===== config.mk =====
export PLATFORM = sky130hd
export DESIGN_NAME = pad_io_top
export DESIGN_NICKNAME = d
export VERILOG_FILES = /design/src/pad_pkg.sv /design/src/pad_bus_if.sv /design/src/mock_gamepad.sv /design/src/pad_event_unit.sv /design/src/pad_io_top.sv /design/src/pad_scanner.sv
export SDC_FILE = /design/constraint.sdc
export NUM_CORES = 1
export LEC_CHECK = 0
export ABC_AREA = 1
export BUFFER_PORTS_ARGS = -buffer_cell sky130_fd_sc_hd__buf_2
export CORE_MARGIN = 2
export CORE_UTILIZATION = 57
export DETAILED_ROUTE_END_ITERATION = 10
export PLACE_DENSITY = 0.79
export SLEW_MARGIN = 5
export SYNTH_ARGS = -nofsm -noshare
export SYNTH_HDL_FRONTEND = slang
export SYNTH_SLANG_ARGS = --single-unit

===== constraint.sdc =====
create_clock -name clk_2x -period 2.4 [get_ports clk_2x]
set_input_delay 0.48 -clock clk_2x [delete_from_list [all_inputs] [get_ports clk_2x]]
set_output_delay 0.48 -clock clk_2x [all_outputs]
set_load 0.01 [all_outputs]

===== src/pad_pkg.sv =====
// Shared constants for the game pad input subsystem
// Button word type and scanner state encoding

package pad_pkg;

    // Serial pad format
    localparam int PAD_BUTTONS = 12;
    localparam int PAD_BIT_W   = $clog2(PAD_BUTTONS);

    // Scan timing in clk_2x cycles
    localparam int SCAN_HALF_PERIOD = 4;
    localparam int SCAN_HALF_W      = $clog2(SCAN_HALF_PERIOD);
    localparam int SCAN_INTERVAL    = 256;
    localparam int SCAN_INTERVAL_W  = $clog2(SCAN_INTERVAL);

    // Latch half period plus two half periods per button
    localparam int SCAN_LENGTH = SCAN_HALF_PERIOD + 2 * SCAN_HALF_PERIOD * PAD_BUTTONS;

    // Bit positions of the three breakout board buttons
    localparam int BTN_B_BIT     = 0;
    localparam int BTN_START_BIT = 3;
    localparam int BTN_A_BIT     = 8;

    // One pad's buttons, active high, bit 0 shifted out first
    typedef logic [PAD_BUTTONS-1:0] pad_buttons_t;

    // Scanner FSM
    typedef enum logic [1:0] {
        SCAN_IDLE,
        SCAN_LATCH,
        SCAN_CLK_LOW,
        SCAN_CLK_HIGH
    } scan_state_t;

endpackage


===== src/pad_bus_if.sv =====
// Serial game pad bus
// Shared latch and clock, one active-low data line per port

`timescale 1ns/100ps

interface pad_bus_if;

    // Idle levels are latch low and clock high
    logic pad_latch;
    logic pad_clk;

    // Active-low serial data, one line per player
    logic pad_data_p1_n;
    logic pad_data_p2_n;

    // Scanner side drives the timing and reads both ports
    modport scanner (
        output pad_latch,
        output pad_clk,
        input  pad_data_p1_n,
        input  pad_data_p2_n
    );

    // On-chip pad emulation for player 1
    modport pad (
        input  pad_latch,
        input  pad_clk,
        output pad_data_p1_n
    );

endinterface


===== src/mock_gamepad.sv =====
// Player 1 pad emulation for the breakout board buttons
// Two-flop button synchronizer and a serial shift register

`timescale 1ns/100ps

module mock_gamepad
    import pad_pkg::*;
(
    input  logic       clk_2x,
    input  logic       arst_n,
    // btn_in[0] is B, btn_in[1] is START, btn_in[2] is A
    input  logic [2:0] btn_in,
    pad_bus_if.pad     bus
);

    logic [2:0]   btn_meta;
    logic [2:0]   btn_sync;
    pad_buttons_t btn_word;
    pad_buttons_t shift_n;
    logic         clk_d;
    logic         clk_rise;

    // Buttons are asynchronous to clk_2x
    always_ff @(posedge clk_2x or negedge arst_n) begin
        if (!arst_n) begin
            btn_meta <= '0;
            btn_sync <= '0;
        end else begin
            btn_meta <= btn_in;
            btn_sync <= btn_meta;
        end
    end

    // Only three of the twelve buttons exist on the breakout board
    always_comb begin
        btn_word                = '0;
        btn_word[BTN_B_BIT]     = btn_sync[0];
        btn_word[BTN_START_BIT] = btn_sync[1];
        btn_word[BTN_A_BIT]     = btn_sync[2];
    end

    assign clk_rise = bus.pad_clk & ~clk_d;

    // Shift register holds the line levels, so a pressed button is a zero
    always_ff @(posedge clk_2x or negedge arst_n) begin
        if (!arst_n) begin
            clk_d   <= 1'b1;
            shift_n <= '1;
        end else begin
            clk_d <= bus.pad_clk;
            if (bus.pad_latch) begin
                shift_n <= ~btn_word;
            end else if (clk_rise) begin
                // Released level fills in behind the last button
                shift_n <= {1'b1, shift_n[PAD_BUTTONS-1:1]};
            end
        end
    end

    assign bus.pad_data_p1_n = shift_n[0];

endmodule


===== src/pad_event_unit.sv =====
// Button state registers for both players
// Press and release detection per scan, update strobe

`timescale 1ns/100ps

module pad_event_unit
    import pad_pkg::*;
(
    input  logic         clk_2x,
    input  logic         arst_n,
    input  pad_buttons_t p1_word,
    input  pad_buttons_t p2_word,
    input  logic         scan_done,
    output pad_buttons_t p1_buttons,
    output pad_buttons_t p2_buttons,
    output pad_buttons_t p1_pressed,
    output pad_buttons_t p2_pressed,
    output pad_buttons_t p1_released,
    output pad_buttons_t p2_released,
    output logic         update
);

    always_ff @(posedge clk_2x or negedge arst_n) begin
        if (!arst_n) begin
            p1_buttons  <= '0;
            p2_buttons  <= '0;
            p1_pressed  <= '0;
            p2_pressed  <= '0;
            p1_released <= '0;
            p2_released <= '0;
            update      <= 1'b0;
        end else begin
            update <= scan_done;
            if (scan_done) begin
                // Edges against the state of the previous scan
                p1_pressed  <= p1_word & ~p1_buttons;
                p1_released <= ~p1_word & p1_buttons;
                p2_pressed  <= p2_word & ~p2_buttons;
                p2_released <= ~p2_word & p2_buttons;
                p1_buttons  <= p1_word;
                p2_buttons  <= p2_word;
            end
        end
    end

endmodule


===== src/pad_io_top.sv =====
// Game pad input subsystem top level
// Scanner, player 1 pad emulation and event unit on one pad bus
// Player 2 connector signals come out as plain pins

`timescale 1ns/100ps

module pad_io_top
    import pad_pkg::*;
(
    input  logic         clk_2x,
    input  logic         arst_n,
    input  logic [2:0]   btn_in,
    input  logic         pad2_data_n,
    output logic         pad_latch,
    output logic         pad_clk,
    output pad_buttons_t p1_buttons,
    output pad_buttons_t p2_buttons,
    output pad_buttons_t p1_pressed,
    output pad_buttons_t p2_pressed,
    output pad_buttons_t p1_released,
    output pad_buttons_t p2_released,
    output logic         update
);

    pad_buttons_t p1_word;
    pad_buttons_t p2_word;
    logic         scan_done;

    pad_bus_if u_bus ();

    // Player 2 connector shares latch and clock with player 1
    assign pad_latch           = u_bus.pad_latch;
    assign pad_clk             = u_bus.pad_clk;
    assign u_bus.pad_data_p2_n = pad2_data_n;

    mock_gamepad u_mock_gamepad (
        .clk_2x (clk_2x),
        .arst_n (arst_n),
        .btn_in (btn_in),
        .bus    (u_bus.pad)
    );

    pad_scanner u_pad_scanner (
        .clk_2x    (clk_2x),
        .arst_n    (arst_n),
        .bus       (u_bus.scanner),
        .p1_word   (p1_word),
        .p2_word   (p2_word),
        .scan_done (scan_done)
    );

    pad_event_unit u_pad_event_unit (
        .clk_2x      (clk_2x),
        .arst_n      (arst_n),
        .p1_word     (p1_word),
        .p2_word     (p2_word),
        .scan_done   (scan_done),
        .p1_buttons  (p1_buttons),
        .p2_buttons  (p2_buttons),
        .p1_pressed  (p1_pressed),
        .p2_pressed  (p2_pressed),
        .p1_released (p1_released),
        .p2_released (p2_released),
        .update      (update)
    );

endmodule


===== src/pad_scanner.sv =====
// Serial pad scanner for both player ports
// Latch and clock generation, interval timer, 12-bit shift-in

`timescale 1ns/100ps

module pad_scanner
    import pad_pkg::*;
(
    input  logic         clk_2x,
    input  logic         arst_n,
    pad_bus_if.scanner   bus,
    output pad_buttons_t p1_word,
    output pad_buttons_t p2_word,
    output logic         scan_done
);

    scan_state_t                state;
    logic [SCAN_INTERVAL_W-1:0] interval_cnt;
    logic [SCAN_HALF_W-1:0]     half_cnt;
    logic [PAD_BIT_W-1:0]       bit_cnt;
    pad_buttons_t               shift_p1;
    pad_buttons_t               shift_p2;
    logic                       scan_start;
    logic                       half_end;
    logic                       last_bit;
    logic                       sample;

    // Free-running scan interval, a new scan begins at count zero
    always_ff @(posedge clk_2x or negedge arst_n) begin
        if (!arst_n) begin
            interval_cnt <= '0;
        end else if (interval_cnt == SCAN_INTERVAL_W'(SCAN_INTERVAL - 1)) begin
            interval_cnt <= '0;
        end else begin
            interval_cnt <= interval_cnt + 1'b1;
        end
    end

    assign scan_start = (state == SCAN_IDLE) && (interval_cnt == '0);
    assign half_end   = (half_cnt == SCAN_HALF_W'(SCAN_HALF_PERIOD - 1));
    assign last_bit   = (bit_cnt == PAD_BIT_W'(PAD_BUTTONS - 1));

    // Data is taken in the last cycle of each low half period
    assign sample = (state == SCAN_CLK_LOW) && half_end;

    always_ff @(posedge clk_2x or negedge arst_n) begin
        if (!arst_n) begin
            state    <= SCAN_IDLE;
            half_cnt <= '0;
            bit_cnt  <= '0;
        end else begin
            case (state)
                SCAN_IDLE: begin
                    if (scan_start) begin
                        state    <= SCAN_LATCH;
                        half_cnt <= '0;
                        bit_cnt  <= '0;
                    end
                end
                SCAN_LATCH: begin
                    if (half_end) begin
                        state    <= SCAN_CLK_LOW;
                        half_cnt <= '0;
                    end else begin
                        half_cnt <= half_cnt + 1'b1;
                    end
                end
                SCAN_CLK_LOW: begin
                    if (half_end) begin
                        state    <= SCAN_CLK_HIGH;
                        half_cnt <= '0;
                    end else begin
                        half_cnt <= half_cnt + 1'b1;
                    end
                end
                SCAN_CLK_HIGH: begin
                    if (half_end) begin
                        half_cnt <= '0;
                        if (last_bit) begin
                            state <= SCAN_IDLE;
                        end else begin
                            state   <= SCAN_CLK_LOW;
                            bit_cnt <= bit_cnt + 1'b1;
                        end
                    end else begin
                        half_cnt <= half_cnt + 1'b1;
                    end
                end
                default: begin
                    state <= SCAN_IDLE;
                end
            endcase
        end
    end

    // Bus levels decoded straight from the state register
    assign bus.pad_latch = (state == SCAN_LATCH);
    assign bus.pad_clk   = (state != SCAN_CLK_LOW);

    // First bit ends up in bit 0 after twelve shifts
    always_ff @(posedge clk_2x) begin
        if (sample) begin
            shift_p1 <= {~bus.pad_data_p1_n, shift_p1[PAD_BUTTONS-1:1]};
            shift_p2 <= {~bus.pad_data_p2_n, shift_p2[PAD_BUTTONS-1:1]};
        end
    end

    // Scan completes as the last high half period ends
    always_ff @(posedge clk_2x or negedge arst_n) begin
        if (!arst_n) begin
            scan_done <= 1'b0;
            p1_word   <= '0;
            p2_word   <= '0;
        end else begin
            scan_done <= (interval_cnt == SCAN_INTERVAL_W'(SCAN_LENGTH));
            if (interval_cnt == SCAN_INTERVAL_W'(SCAN_LENGTH)) begin
                p1_word <= shift_p1;
                p2_word <= shift_p2;
            end
        end
    end

endmodule


==> impl_metrics.env, run 1 <==
export IMPL_status="completed"
export IMPL_power_leakage_nw=3.67
export IMPL_netSwitchingPower_w=0.00103
export IMPL_clk_pin_slew_ps=60
export IMPL_start_util_pct=59.3
export IMPL_synthDistinctLibCells=32
export IMPL_routedLengthMet1_um=4860
export IMPL_post_route_drc_count=0
export IMPL_row_count=36
export IMPL_max_cap_viol_count=0
export IMPL_cpMostUsedCell="inv_2"
export IMPL_drive_above_1_share_pct=22.9
export IMPL_finalPower_w=0.00543
export IMPL_grt_overflow=0
export IMPL_core_sq_mm=0.00986
export IMPL_cts_buffers=17
export IMPL_hold_ws_ps=62.1
export IMPL_topRoutingLayerUsed="met4"
export IMPL_gp_congestion=0.792
export IMPL_crit_fanout=13
export IMPL_setup_viol_count_final=0
export IMPL_synth_main_ff_cell="dfrtp_1"
export IMPL_power_density_mw_per_mm2=775
export IMPL_vias=4089
export IMPL_cp_end_kind="primary output"
export IMPL_io_buffers=80
export IMPL_pwr_share_clk_pct=50.1
export IMPL_grtUsageTotal_pct=21.5
export IMPL_slew_violations=0
export IMPL_period_share_pct=84.5
export IMPL_drt_iter0_markers=244
export IMPL_ant_nets=0
export IMPL_ys_seq_area_share_pct=68.1
export IMPL_path_cells="inv_2, nand2_2, inv_2, buf_2"
export IMPL_chipHeight_um=105
export IMPL_startpoint_type="flop"
export IMPL_power_frac_seq_pct=48.9
export IMPL_arrival_ps=1550
export IMPL_placed_area_sq_mm=0.00638
export IMPL_syn_to_final_growth_pct=19.8
export IMPL_antenna_found_initial=0
export IMPL_grt_max_degree=86
export IMPL_insertion_delay_ps=520
export IMPL_tightest_slew_ps=446
export IMPL_cts_buffer_depth=2
export IMPL_worstPathRequired_ps=1920
export IMPL_slowest_stage="dfrtp_1"
export IMPL_slew_headroom_pct=70.3
export IMPL_min_path_type="input port to flop"
export IMPL_cts_setup_buffers=0
export IMPL_finalCriticalPeriod_ps=2030
export IMPL_final_area_sq_mm=0.00701
export IMPL_dieArea_sq_mm=0.0111
export IMPL_syn_area_sq_mm=0.00585
export IMPL_detail_route_wl_per_cell_um=14.3
export IMPL_timing_fmax_ghz=0.493
export IMPL_synth_async_reset_ratio_pct=84.4
export IMPL_diodes=0
export IMPL_h_tree_depth=4
export IMPL_drt_pass1_iter_count=5
export IMPL_synth_cells=553
export IMPL_die_w_um=105
export IMPL_ioPinCount=81
export IMPL_first_global_vias=4004
export IMPL_via_per_inst=5.21
export IMPL_wl_met2_um=5760
export IMPL_hold_viol=0
export IMPL_cts_tree="yes"
export IMPL_hpwl_um=7240
export IMPL_crit_type="flop to primary output"
export IMPL_met3_length_um=483
export IMPL_ys_seq_elements=154
export IMPL_irDropWorstVdd_uv=471
export IMPL_synth_avg_cell_area_sq_um=10.6
export IMPL_synth_edf_count=24
export IMPL_synth_net_count=563
export IMPL_grt_pass1_wl_um=18800
export IMPL_rsz0062_at_grt="no"
export IMPL_totalNegativeSetupSlack_ps=0
export IMPL_finClkSkew_ps=10.5
export IMPL_p_int_w=0.00440
export IMPL_cts_root_buf="clkbuf_8"
export IMPL_post_route_util_pct=71.1
export IMPL_layout_nets=649
export IMPL_p_comb_share_pct=1.0
export IMPL_cts_sinks=154
export IMPL_routed_wl_um=11300
export IMPL_switching_share_pct=18.9
export IMPL_synth_warnings=0
export IMPL_slowest_delay_ps=470
==> synth_stat cells, types with 2 or more instances <==
library cell | n | area [sq um]
edfxtp_1 | 24 | 721
clkbuf_1 | 4 | 15.0
o21ai_2 | 3 | 26.3
inv_1 | 36 | 135
nor3_1 | 2 | 10.0
nand4_1 | 3 | 18.8
o21ai_0 | 12 | 60.1
nor2_1 | 29 | 109
nand3_1 | 29 | 145
dfrtp_1 | 120 | 3000
o21ai_1 | 11 | 55.1
xor2_1 | 2 | 17.5
a22o_1 | 13 | 114
dfstp_2 | 10 | 263
buf_2 | 10 | 50.1
inv_2 | 7 | 26.3
buf_6 | 5 | 56.3
nand2_1 | 186 | 698
a21oi_1 | 26 | 130
nand2_2 | 6 | 37.5
ha_1 | 4 | 50.1
==> critical path, delay by kind of cell, from the launching register on <==
family	cells	cell delay, ps
DFF	1	470
and+or+nand+nor	1	70
buffers and inverters	3	490
==> area by class of cell <==
cell class	count	area, sq um
repair buffers	86	488
inverters	45	171
flip-flops and latches	154	3990
clock buffers	27	543
well taps	133	166
multi-input cells	335	1580
clock inverters	5	78.8
fillers	710	2850
==> routing by layer <==
layer | vias up | track usage (%)
met5 | - | 0
met4 | 0 | 6.67
met3 | 13 | 5.81
met2 | 116 | 35.6
met1 | 2009 | 27.7
li1 | 1951 | -
==> sequential cells by signal, indices dropped and copies added, names as in the netlist <==
signal and flops:
u_pad_event_unit.update 1, u_pad_event_unit.p2_released 12, u_mock_gamepad.btn_meta 3, u_pad_event_unit.p1_released 12
u_pad_scanner.scan_done 1, u_pad_event_unit.p2_pressed 12, u_pad_scanner.p2_word 12, u_pad_scanner.state 2
u_pad_scanner.half_cnt 2, u_mock_gamepad.btn_sync 3, u_pad_scanner.p1_word 12, u_mock_gamepad.clk_d 1
u_mock_gamepad.shift_n 9, u_pad_event_unit.p1_buttons 12, u_pad_event_unit.p2_buttons 12, u_pad_scanner.shift_p1 12
u_pad_scanner.interval_cnt 8, u_pad_scanner.bit_cnt 4, u_pad_scanner.shift_p2 12, u_pad_event_unit.p1_pressed 12
==> per-stage QoR <==
stage          setup slack (ps)  instances
3_5_place_dp                753        752
6_report                    371        785
3_3_place_gp                849        752
5_1_grt                     289        785
4_1_cts                     360        785
2_1_floorplan               304        553
==> cells in the final DEF (no fill, tap or decap), types with 2 or more instances in the layout <==
cell | Yosys | final
nand2_1 | 186 | 186
ha_1 | 4 | 4
a21oi_1 | 26 | 26
dfrtp_1 | 120 | 120
clkbuf_16 | 0 | 17
o21ai_2 | 3 | 3
nand3_1 | 29 | 29
buf_12 | 0 | 3
o21ai_1 | 11 | 11
a22o_1 | 13 | 13
nand4_1 | 3 | 3
clkinv_2 | 0 | 2
edfxtp_1 | 24 | 24
inv_1 | 36 | 36
nor2_1 | 29 | 28
xor2_1 | 2 | 2
nand2_2 | 6 | 6
bufinv_16 | 0 | 2
inv_2 | 7 | 7
buf_2 | 10 | 79
nor3_1 | 2 | 2
dfstp_2 | 10 | 10
o21ai_0 | 12 | 12
clkbuf_8 | 0 | 8
clkbuf_1 | 4 | 2
buf_4 | 0 | 3
==> repair_timing <==
| item | in CTS | in global routing |
|---|---|---|
| endpoints found under the setup margin | 0 | 0 |
| resized for setup | 0 | 0 |
| hold buffers | 1 | 0 |
| endpoints found under the hold margin | 21 | 0 |
==> logic make-up after synthesis <==
family | Yosys count | share of synthesized area [%]
AOI/OAI and AO/OA | 69 | 7.33
xor gates and xnor gates | 3 | 0.449
adders and majority gates | 4 | 0.855
buffers and inverters | 64 | 5.00
DFF | 154 | 68.1
and+or+nand+nor | 259 | 18.3
==> path summary, 6_finish.rpt <==
path                       slack [ps]                         endpoint                          start  cells after the start
max in group asynchronous        1320  u_pad_event_unit.p2_released[2]                         arst_n                      3
min in group asynchronous         450         u_pad_scanner.bit_cnt[3]                         arst_n                      2
max                               370                        pad_latch         u_pad_scanner.state[1]                      4
max reg2reg                       680         u_pad_scanner.p1_word[8]  u_pad_scanner.interval_cnt[0]                      8
min                                60       u_mock_gamepad.btn_meta[0]                      btn_in[0]                      1
min reg2reg                       350       u_mock_gamepad.btn_sync[1]     u_mock_gamepad.btn_meta[1]                      0
==> power by group through the flow <==
stage,Combinational [W],Clock [W],Sequential (W)
global route,0.0000650,0.00287,0.00266
CTS,0.0000582,0.00275,0.00266
finish,0.0000548,0.00272,0.00266
global placement,0.0000560,0,0.00270
detailed placement,0.0000570,0,0.00271
floorplan,0.00000111,0,0.00271
(Power assumes the default switching activity.)
==> run 2, diff against run 1 <==
ABC_AREA = 0   (was 1)
CORE_UTILIZATION = 52   (was 57)
PLACE_DENSITY = 0.76   (was 0.79)
clock period = 1.8 ns   (was 2.4 ns; I/O delays follow)
==> impl_metrics.env, run 2 <==
export IMPL_yosys_area_top_type="dfrtp_1"
export IMPL_antenna_found_initial=0
export IMPL_grt_max_degree=77
export IMPL_cp_end_kind="flop"
export IMPL_power_leakage_nw=3.53
export IMPL_crit_fanout=13
export IMPL_dp_cells=693
export IMPL_clk_pin_slew_ps=60
export IMPL_place_ws_ps=54.8
export IMPL_cts_setup_buffers=0
export IMPL_netSwitchingPower_w=0.00141
export IMPL_first_global_vias=3812
export IMPL_yosysMostFrequentCell="dfrtp_1"
export IMPL_pwr_share_clk_pct=50.2
export IMPL_synth_cells=477
export IMPL_drive_above_1_share_pct=32.8
export IMPL_cts_buffers=17
export IMPL_synth_edf_count=24
export IMPL_insertion_delay_ps=410
export IMPL_timing_fmax_ghz=0.593
export IMPL_hold_viol=0
export IMPL_layout_nets=580
export IMPL_dieArea_sq_mm=0.0127
export IMPL_vias=3785
export IMPL_finClkSkew_ps=7.52
export IMPL_power_frac_seq_pct=48.7
export IMPL_cts_sinks=154
export IMPL_drt_iter0_markers=330
export IMPL_cts_root_buf="clkbuf_16"
export IMPL_period_share_pct=93.8
export IMPL_io_buffers=80
export IMPL_synth_net_count=487
export IMPL_status="completed"
export IMPL_cts_buffer_depth=2
export IMPL_worstPathRequired_ps=2090
export IMPL_ys_seq_elements=154
export IMPL_startpoint_type="flop"
export IMPL_setup_viol_count_final=0
export IMPL_fin_ws_ps=112
export IMPL_arrival_ps=1980
export IMPL_p_int_w=0.00586
export IMPL_synth_main_ff_cell="dfrtp_1"
export IMPL_die_w_um=113
export IMPL_p_comb_share_pct=1.1
export IMPL_via_per_inst=5.22
export IMPL_chipHeight_um=113
export IMPL_syn_area_sq_mm=0.00616
export IMPL_synth_common_cells="dfrtp_1, o21ai_0, inv_1, nand3b_1, mux2_2"
export IMPL_synth_top_area_share_pct=48.8
export IMPL_routed_wl_um=11200
export IMPL_hpwl_um=7230
export IMPL_synthDistinctLibCells=42
export IMPL_power_density_mw_per_mm2=975
export IMPL_ant_nets=0
export IMPL_ioPinCount=81
export IMPL_syn_to_final_growth_pct=21.1
export IMPL_tightest_slew_ps=377
export IMPL_ys_seq_area_share_pct=64.7
export IMPL_synth_avg_cell_area_sq_um=12.9
export IMPL_h_tree_depth=4
export IMPL_detail_route_wl_per_cell_um=15.4
export IMPL_irDropWorstVdd_uv=798
export IMPL_min_path_type="input port to flop"
export IMPL_hold_ws_ps=49.1
export IMPL_grt_pass1_wl_um=18500
export IMPL_slew_violations=0
export IMPL_start_util_pct=53.7
export IMPL_ys_top_cells_by_area="dfrtp_1, edfxtp_1, nand3b_1"
export IMPL_synth_async_reset_ratio_pct=84.4
export IMPL_placed_area_sq_mm=0.00681
export IMPL_post_route_drc_count=0
export IMPL_totalNegativeSetupSlack_ps=0
export IMPL_max_cap_viol_count=0
export IMPL_final_area_sq_mm=0.00746
export IMPL_diodes=0
export IMPL_grtUsageTotal_pct=18.6
export IMPL_gp_congestion=0.748
export IMPL_grt_overflow=0
export IMPL_switching_share_pct=19.4
export IMPL_core_sq_mm=0.0115
export IMPL_final_common_cell="dfrtp_1"
export IMPL_drt_pass1_iter_count=5
export IMPL_rsz0062_at_grt="no"
export IMPL_crit_type="flop to flop"
export IMPL_slew_headroom_pct=74.8
export IMPL_synth_warnings=0
export IMPL_layout_cells_non_filler=725
export IMPL_row_count=39
export IMPL_r2r_slack_ps=110
export IMPL_final_cell_mix="dfrtp_1, buf_2, o21ai_0, inv_1, nand3b_1"
export IMPL_finalCriticalPeriod_ps=1690
export IMPL_cts_tree="yes"
-- run 2: layout make-up --
cell class	instances	area (sq um)
Fill cell	815	4010
Sequential cell	154	3990
Multi-Input combinational cell	242	1840
Timing Repair Buffer	96	604
Clock buffer	22	517
Inverter	59	221
Tap cell	143	179
Clock inverter	9	109
-- run 2: kinds of logic (layout without fill, tap and decap cells) --
family,after synthesis,count (layout),synth area share (%)
flops,154,154,64.7
simple gates,95,95,9.99
compound gates,89,89,7.98
buf+inv,81,186,5.67
mux,49,49,10.1
fa+ha+maj,5,5,0.975
xor+xnor,4,4,0.569
-- run 2: power by group through the flow --
stage          clock [W]  sequential (W)  combinational [W]
6_report         0.00365         0.00354          0.0000774
5_1_grt          0.00388         0.00354          0.0000920
4_1_cts          0.00372         0.00354          0.0000826
3_5_place_dp           0         0.00361          0.0000807
3_3_place_gp           0         0.00361          0.0000788
2_1_floorplan          0         0.00361         0.00000292
-- run 2: path summary, 6_finish.rpt --
check | from | to | depth (start not counted)
worst min register to register | u_mock_gamepad.btn_meta[2] | u_mock_gamepad.btn_sync[2] | 0
max in group asynchronous | arst_n | u_mock_gamepad.shift_n[5] | 3
worst min-delay path | btn_in[0] | u_mock_gamepad.btn_meta[0] | 1
worst max-delay path | u_pad_scanner.interval_cnt[0] | u_pad_scanner.p1_word[1] | 6
worst max register to register | u_pad_scanner.interval_cnt[0] | u_pad_scanner.p1_word[1] | 6
min in group asynchronous | arst_n | u_pad_event_unit.p1_pressed[6] | 2
-- run 2: what timing repair did --
action,in CTS,in global routing
hold endpoints to repair,22,0
endpoints found under the setup margin,0,9
gates resized for setup,0,3
hold buffers,1,0
-- run 2: metal layers --
| metal | GRT usage (%) | wire (um) | up-vias |
|---|---|---|---|
| met3 | 5.25 | 412 | 7 |
| li1 | - | - | 1819 |
| met5 | 0 | 0 | - |
| met2 | 29.9 | 5550 | 79 |
| met1 | 24.5 | 5110 | 1880 |
| met4 | 6.42 | 82 | 0 |
-- run 2: stage by stage --
| step | util [%] | power, W |
|---|---|---|
| after floorplan | - | 0.00361 |
| after global placement | 59.4 | 0.00369 |
| after detailed placement | 59.4 | 0.00369 |
| after CTS | 64.9 | 0.00735 |
| after global routing | 65.0 | 0.00752 |
| final | 65.0 | 0.00727 |
-- run 2: critical path, cell delays in order (launching register included) --
cell and delay (ps):
dfrtp_1 380, inv_1 60, ha_1 130, nor4b_4 200, and4_4 290, buf_12 160
mux2_2 340
==> run 3, diff against run 2 <==
CAP_MARGIN = 20   (was default)
clock period = 1.4 ns   (was 1.8 ns; I/O delays follow)
==> impl_metrics.env, run 3 (synthesis results as in run 2) <==
export IMPL_status="finished, violations left"
export IMPL_violations="negative setup slack"
export IMPL_crit_fanout=12
export IMPL_fin_ws_ps=-284
export IMPL_cts_tree="yes"
export IMPL_max_cap_viol_count=0
export IMPL_arrival_ps=1980
export IMPL_min_path_type="input port to flop"
export IMPL_cts_buffer_depth=2
export IMPL_vias=3975
export IMPL_layout_nets=609
export IMPL_insertion_delay_ps=430
export IMPL_path_cells="inv_1, ha_1, nor4b_4, and4_4, buf_12, mux2_4"
export IMPL_grtUsageTotal_pct=18.6
export IMPL_cts_buffers=17
export IMPL_power_density_mw_per_mm2=1240
export IMPL_grt_pass1_wl_um=18700
export IMPL_worstPathRequired_ps=1700
export IMPL_gp_congestion=0.750
export IMPL_finClkSkew_ps=11.7
export IMPL_grt_overflow=0
export IMPL_crit_type="flop to flop"
export IMPL_io_buffers=80
export IMPL_ant_nets=0
export IMPL_drt_iter0_markers=272
export IMPL_die_w_um=113
export IMPL_final_common_cell="dfrtp_1"
export IMPL_row_count=39
export IMPL_cp_end_kind="flop"
export IMPL_first_global_vias=3867
export IMPL_slew_headroom_pct=69.6
export IMPL_syn_to_final_growth_pct=27.5
export IMPL_hpwl_um=7300
export IMPL_tightest_slew_ps=455
export IMPL_final_cell_mix="dfrtp_1, buf_2, o21ai_0, inv_1, nand3b_1"
export IMPL_clk_pin_slew_ps=60
export IMPL_startpoint_type="flop"
export IMPL_finalCriticalPeriod_ps=1680
export IMPL_power_leakage_nw=3.71
export IMPL_slowest_stage="dfrtp_1"
export IMPL_dieArea_sq_mm=0.0127
export IMPL_drive_above_1_share_pct=37.9
export IMPL_diodes=0
export IMPL_core_sq_mm=0.0115
export IMPL_routed_wl_um=11700
export IMPL_hold_viol=0
export IMPL_chipHeight_um=113
export IMPL_h_tree_depth=4
export IMPL_irDropWorstVdd_uv=976
export IMPL_totalNegativeSetupSlack_ps=-6730
export IMPL_rsz0062_at_grt="yes"
export IMPL_ioPinCount=81
export IMPL_timing_fmax_ghz=0.594
export IMPL_post_route_drc_count=0
export IMPL_setup_viol_count_final=26
export IMPL_detail_route_wl_per_cell_um=15.5
export IMPL_slew_violations=0
export IMPL_path_buf_inv=2
export IMPL_drt_pass1_iter_count=5
export IMPL_via_per_inst=5.26
export IMPL_place_ws_ps=-306
export IMPL_grt_max_degree=51
export IMPL_critPathTopFamily="simple AND/OR/NAND/NOR gates"
export IMPL_period_share_pct=120
export IMPL_antenna_found_initial=0
export IMPL_cts_root_buf="clkbuf_16"
export IMPL_hold_ws_ps=120
export IMPL_slowest_delay_ps=390
export IMPL_cts_sinks=154
export IMPL_start_util_pct=53.7
-- run 3: cell count changes in the layout (fill, tap and decap cells not counted), sizes merged --
cell	before	now
and2	1	3
buf	95	119
clkinvlp	4	1
dlygate4sd3	1	4
bufinv	2	5
clkbuf	22	21
clkinv	3	5
-- run 3: per-layer routing --
layer  up-vias  part of all wire [%]  global-route usage, %
met1      1981                    46                   25.3
met3        17                   3.9                   4.93
met4         0                   1.5                   7.32
met2        90                    49                   28.7
met5         -                     0                      0
li1       1887                     -                      -
-- run 3: area by class of cell --
| type | count | area (sq um) |
|---|---|---|
| Sequential cell | 154 | 3990 |
| Fill cell | 785 | 3610 |
| Multi-Input combinational cell | 244 | 1940 |
| Timing Repair Buffer | 123 | 851 |
| Clock buffer | 21 | 472 |
| Inverter | 59 | 224 |
| Clock inverter | 11 | 190 |
| Tap cell | 143 | 179 |
-- run 3: final timing paths --
kind / start / endpoint / slack (ps) / cells after the start
setup / recovery: u_pad_scanner.interval_cnt[0] / u_pad_scanner.p2_word[4] / -280 / 6
hold / removal: pad2_data_n / u_pad_scanner.shift_p2[11] / 120 / 2
setup reg to reg: u_pad_scanner.interval_cnt[0] / u_pad_scanner.p2_word[4] / -280 / 6
hold reg to reg: u_mock_gamepad.btn_meta[1] / u_mock_gamepad.btn_sync[1] / 350 / 0
max in group asynchronous: arst_n / u_pad_event_unit.p2_released[5] / 510 / 3
min in group asynchronous: arst_n / u_pad_event_unit.p1_released[8] / 300 / 2
-- run 3: what timing repair did --
action / in CTS / in global routing
gates cloned: 0 / 2
hold endpoints to repair: 18 / 0
setup buffers: 4 / 9
pin swaps: 0 / 4
hold buffers: 4 / 0
setup endpoints to repair: 36 / 67
resized for setup: 15 / 21
-- run 3: through the flow --
| step | power, W | instances | util [%] | instance area [sq um] |
|---|---|---|---|---|
| finish | 0.00976 | 755 | 68.5 | 7850 |
| global route | 0.0100 | 755 | 68.5 | 7850 |
| global placement | 0.00474 | 704 | 60.3 | 6920 |
| floorplan | 0.00464 | 477 | - | 6180 |
| CTS | 0.00983 | 744 | 67.1 | 7700 |
| detailed placement | 0.00475 | 704 | 60.3 | 6920 |
-- run 3: power by group --
| group | switching [W] | internal [W] | leakage, nW |
|---|---|---|---|
| Clock | 0.00178 | 0.00331 | 0.322 |
| Sequential | 0.00000437 | 0.00455 | 1.95 |
| Combinational | 0.0000796 | 0.0000338 | 1.44 |
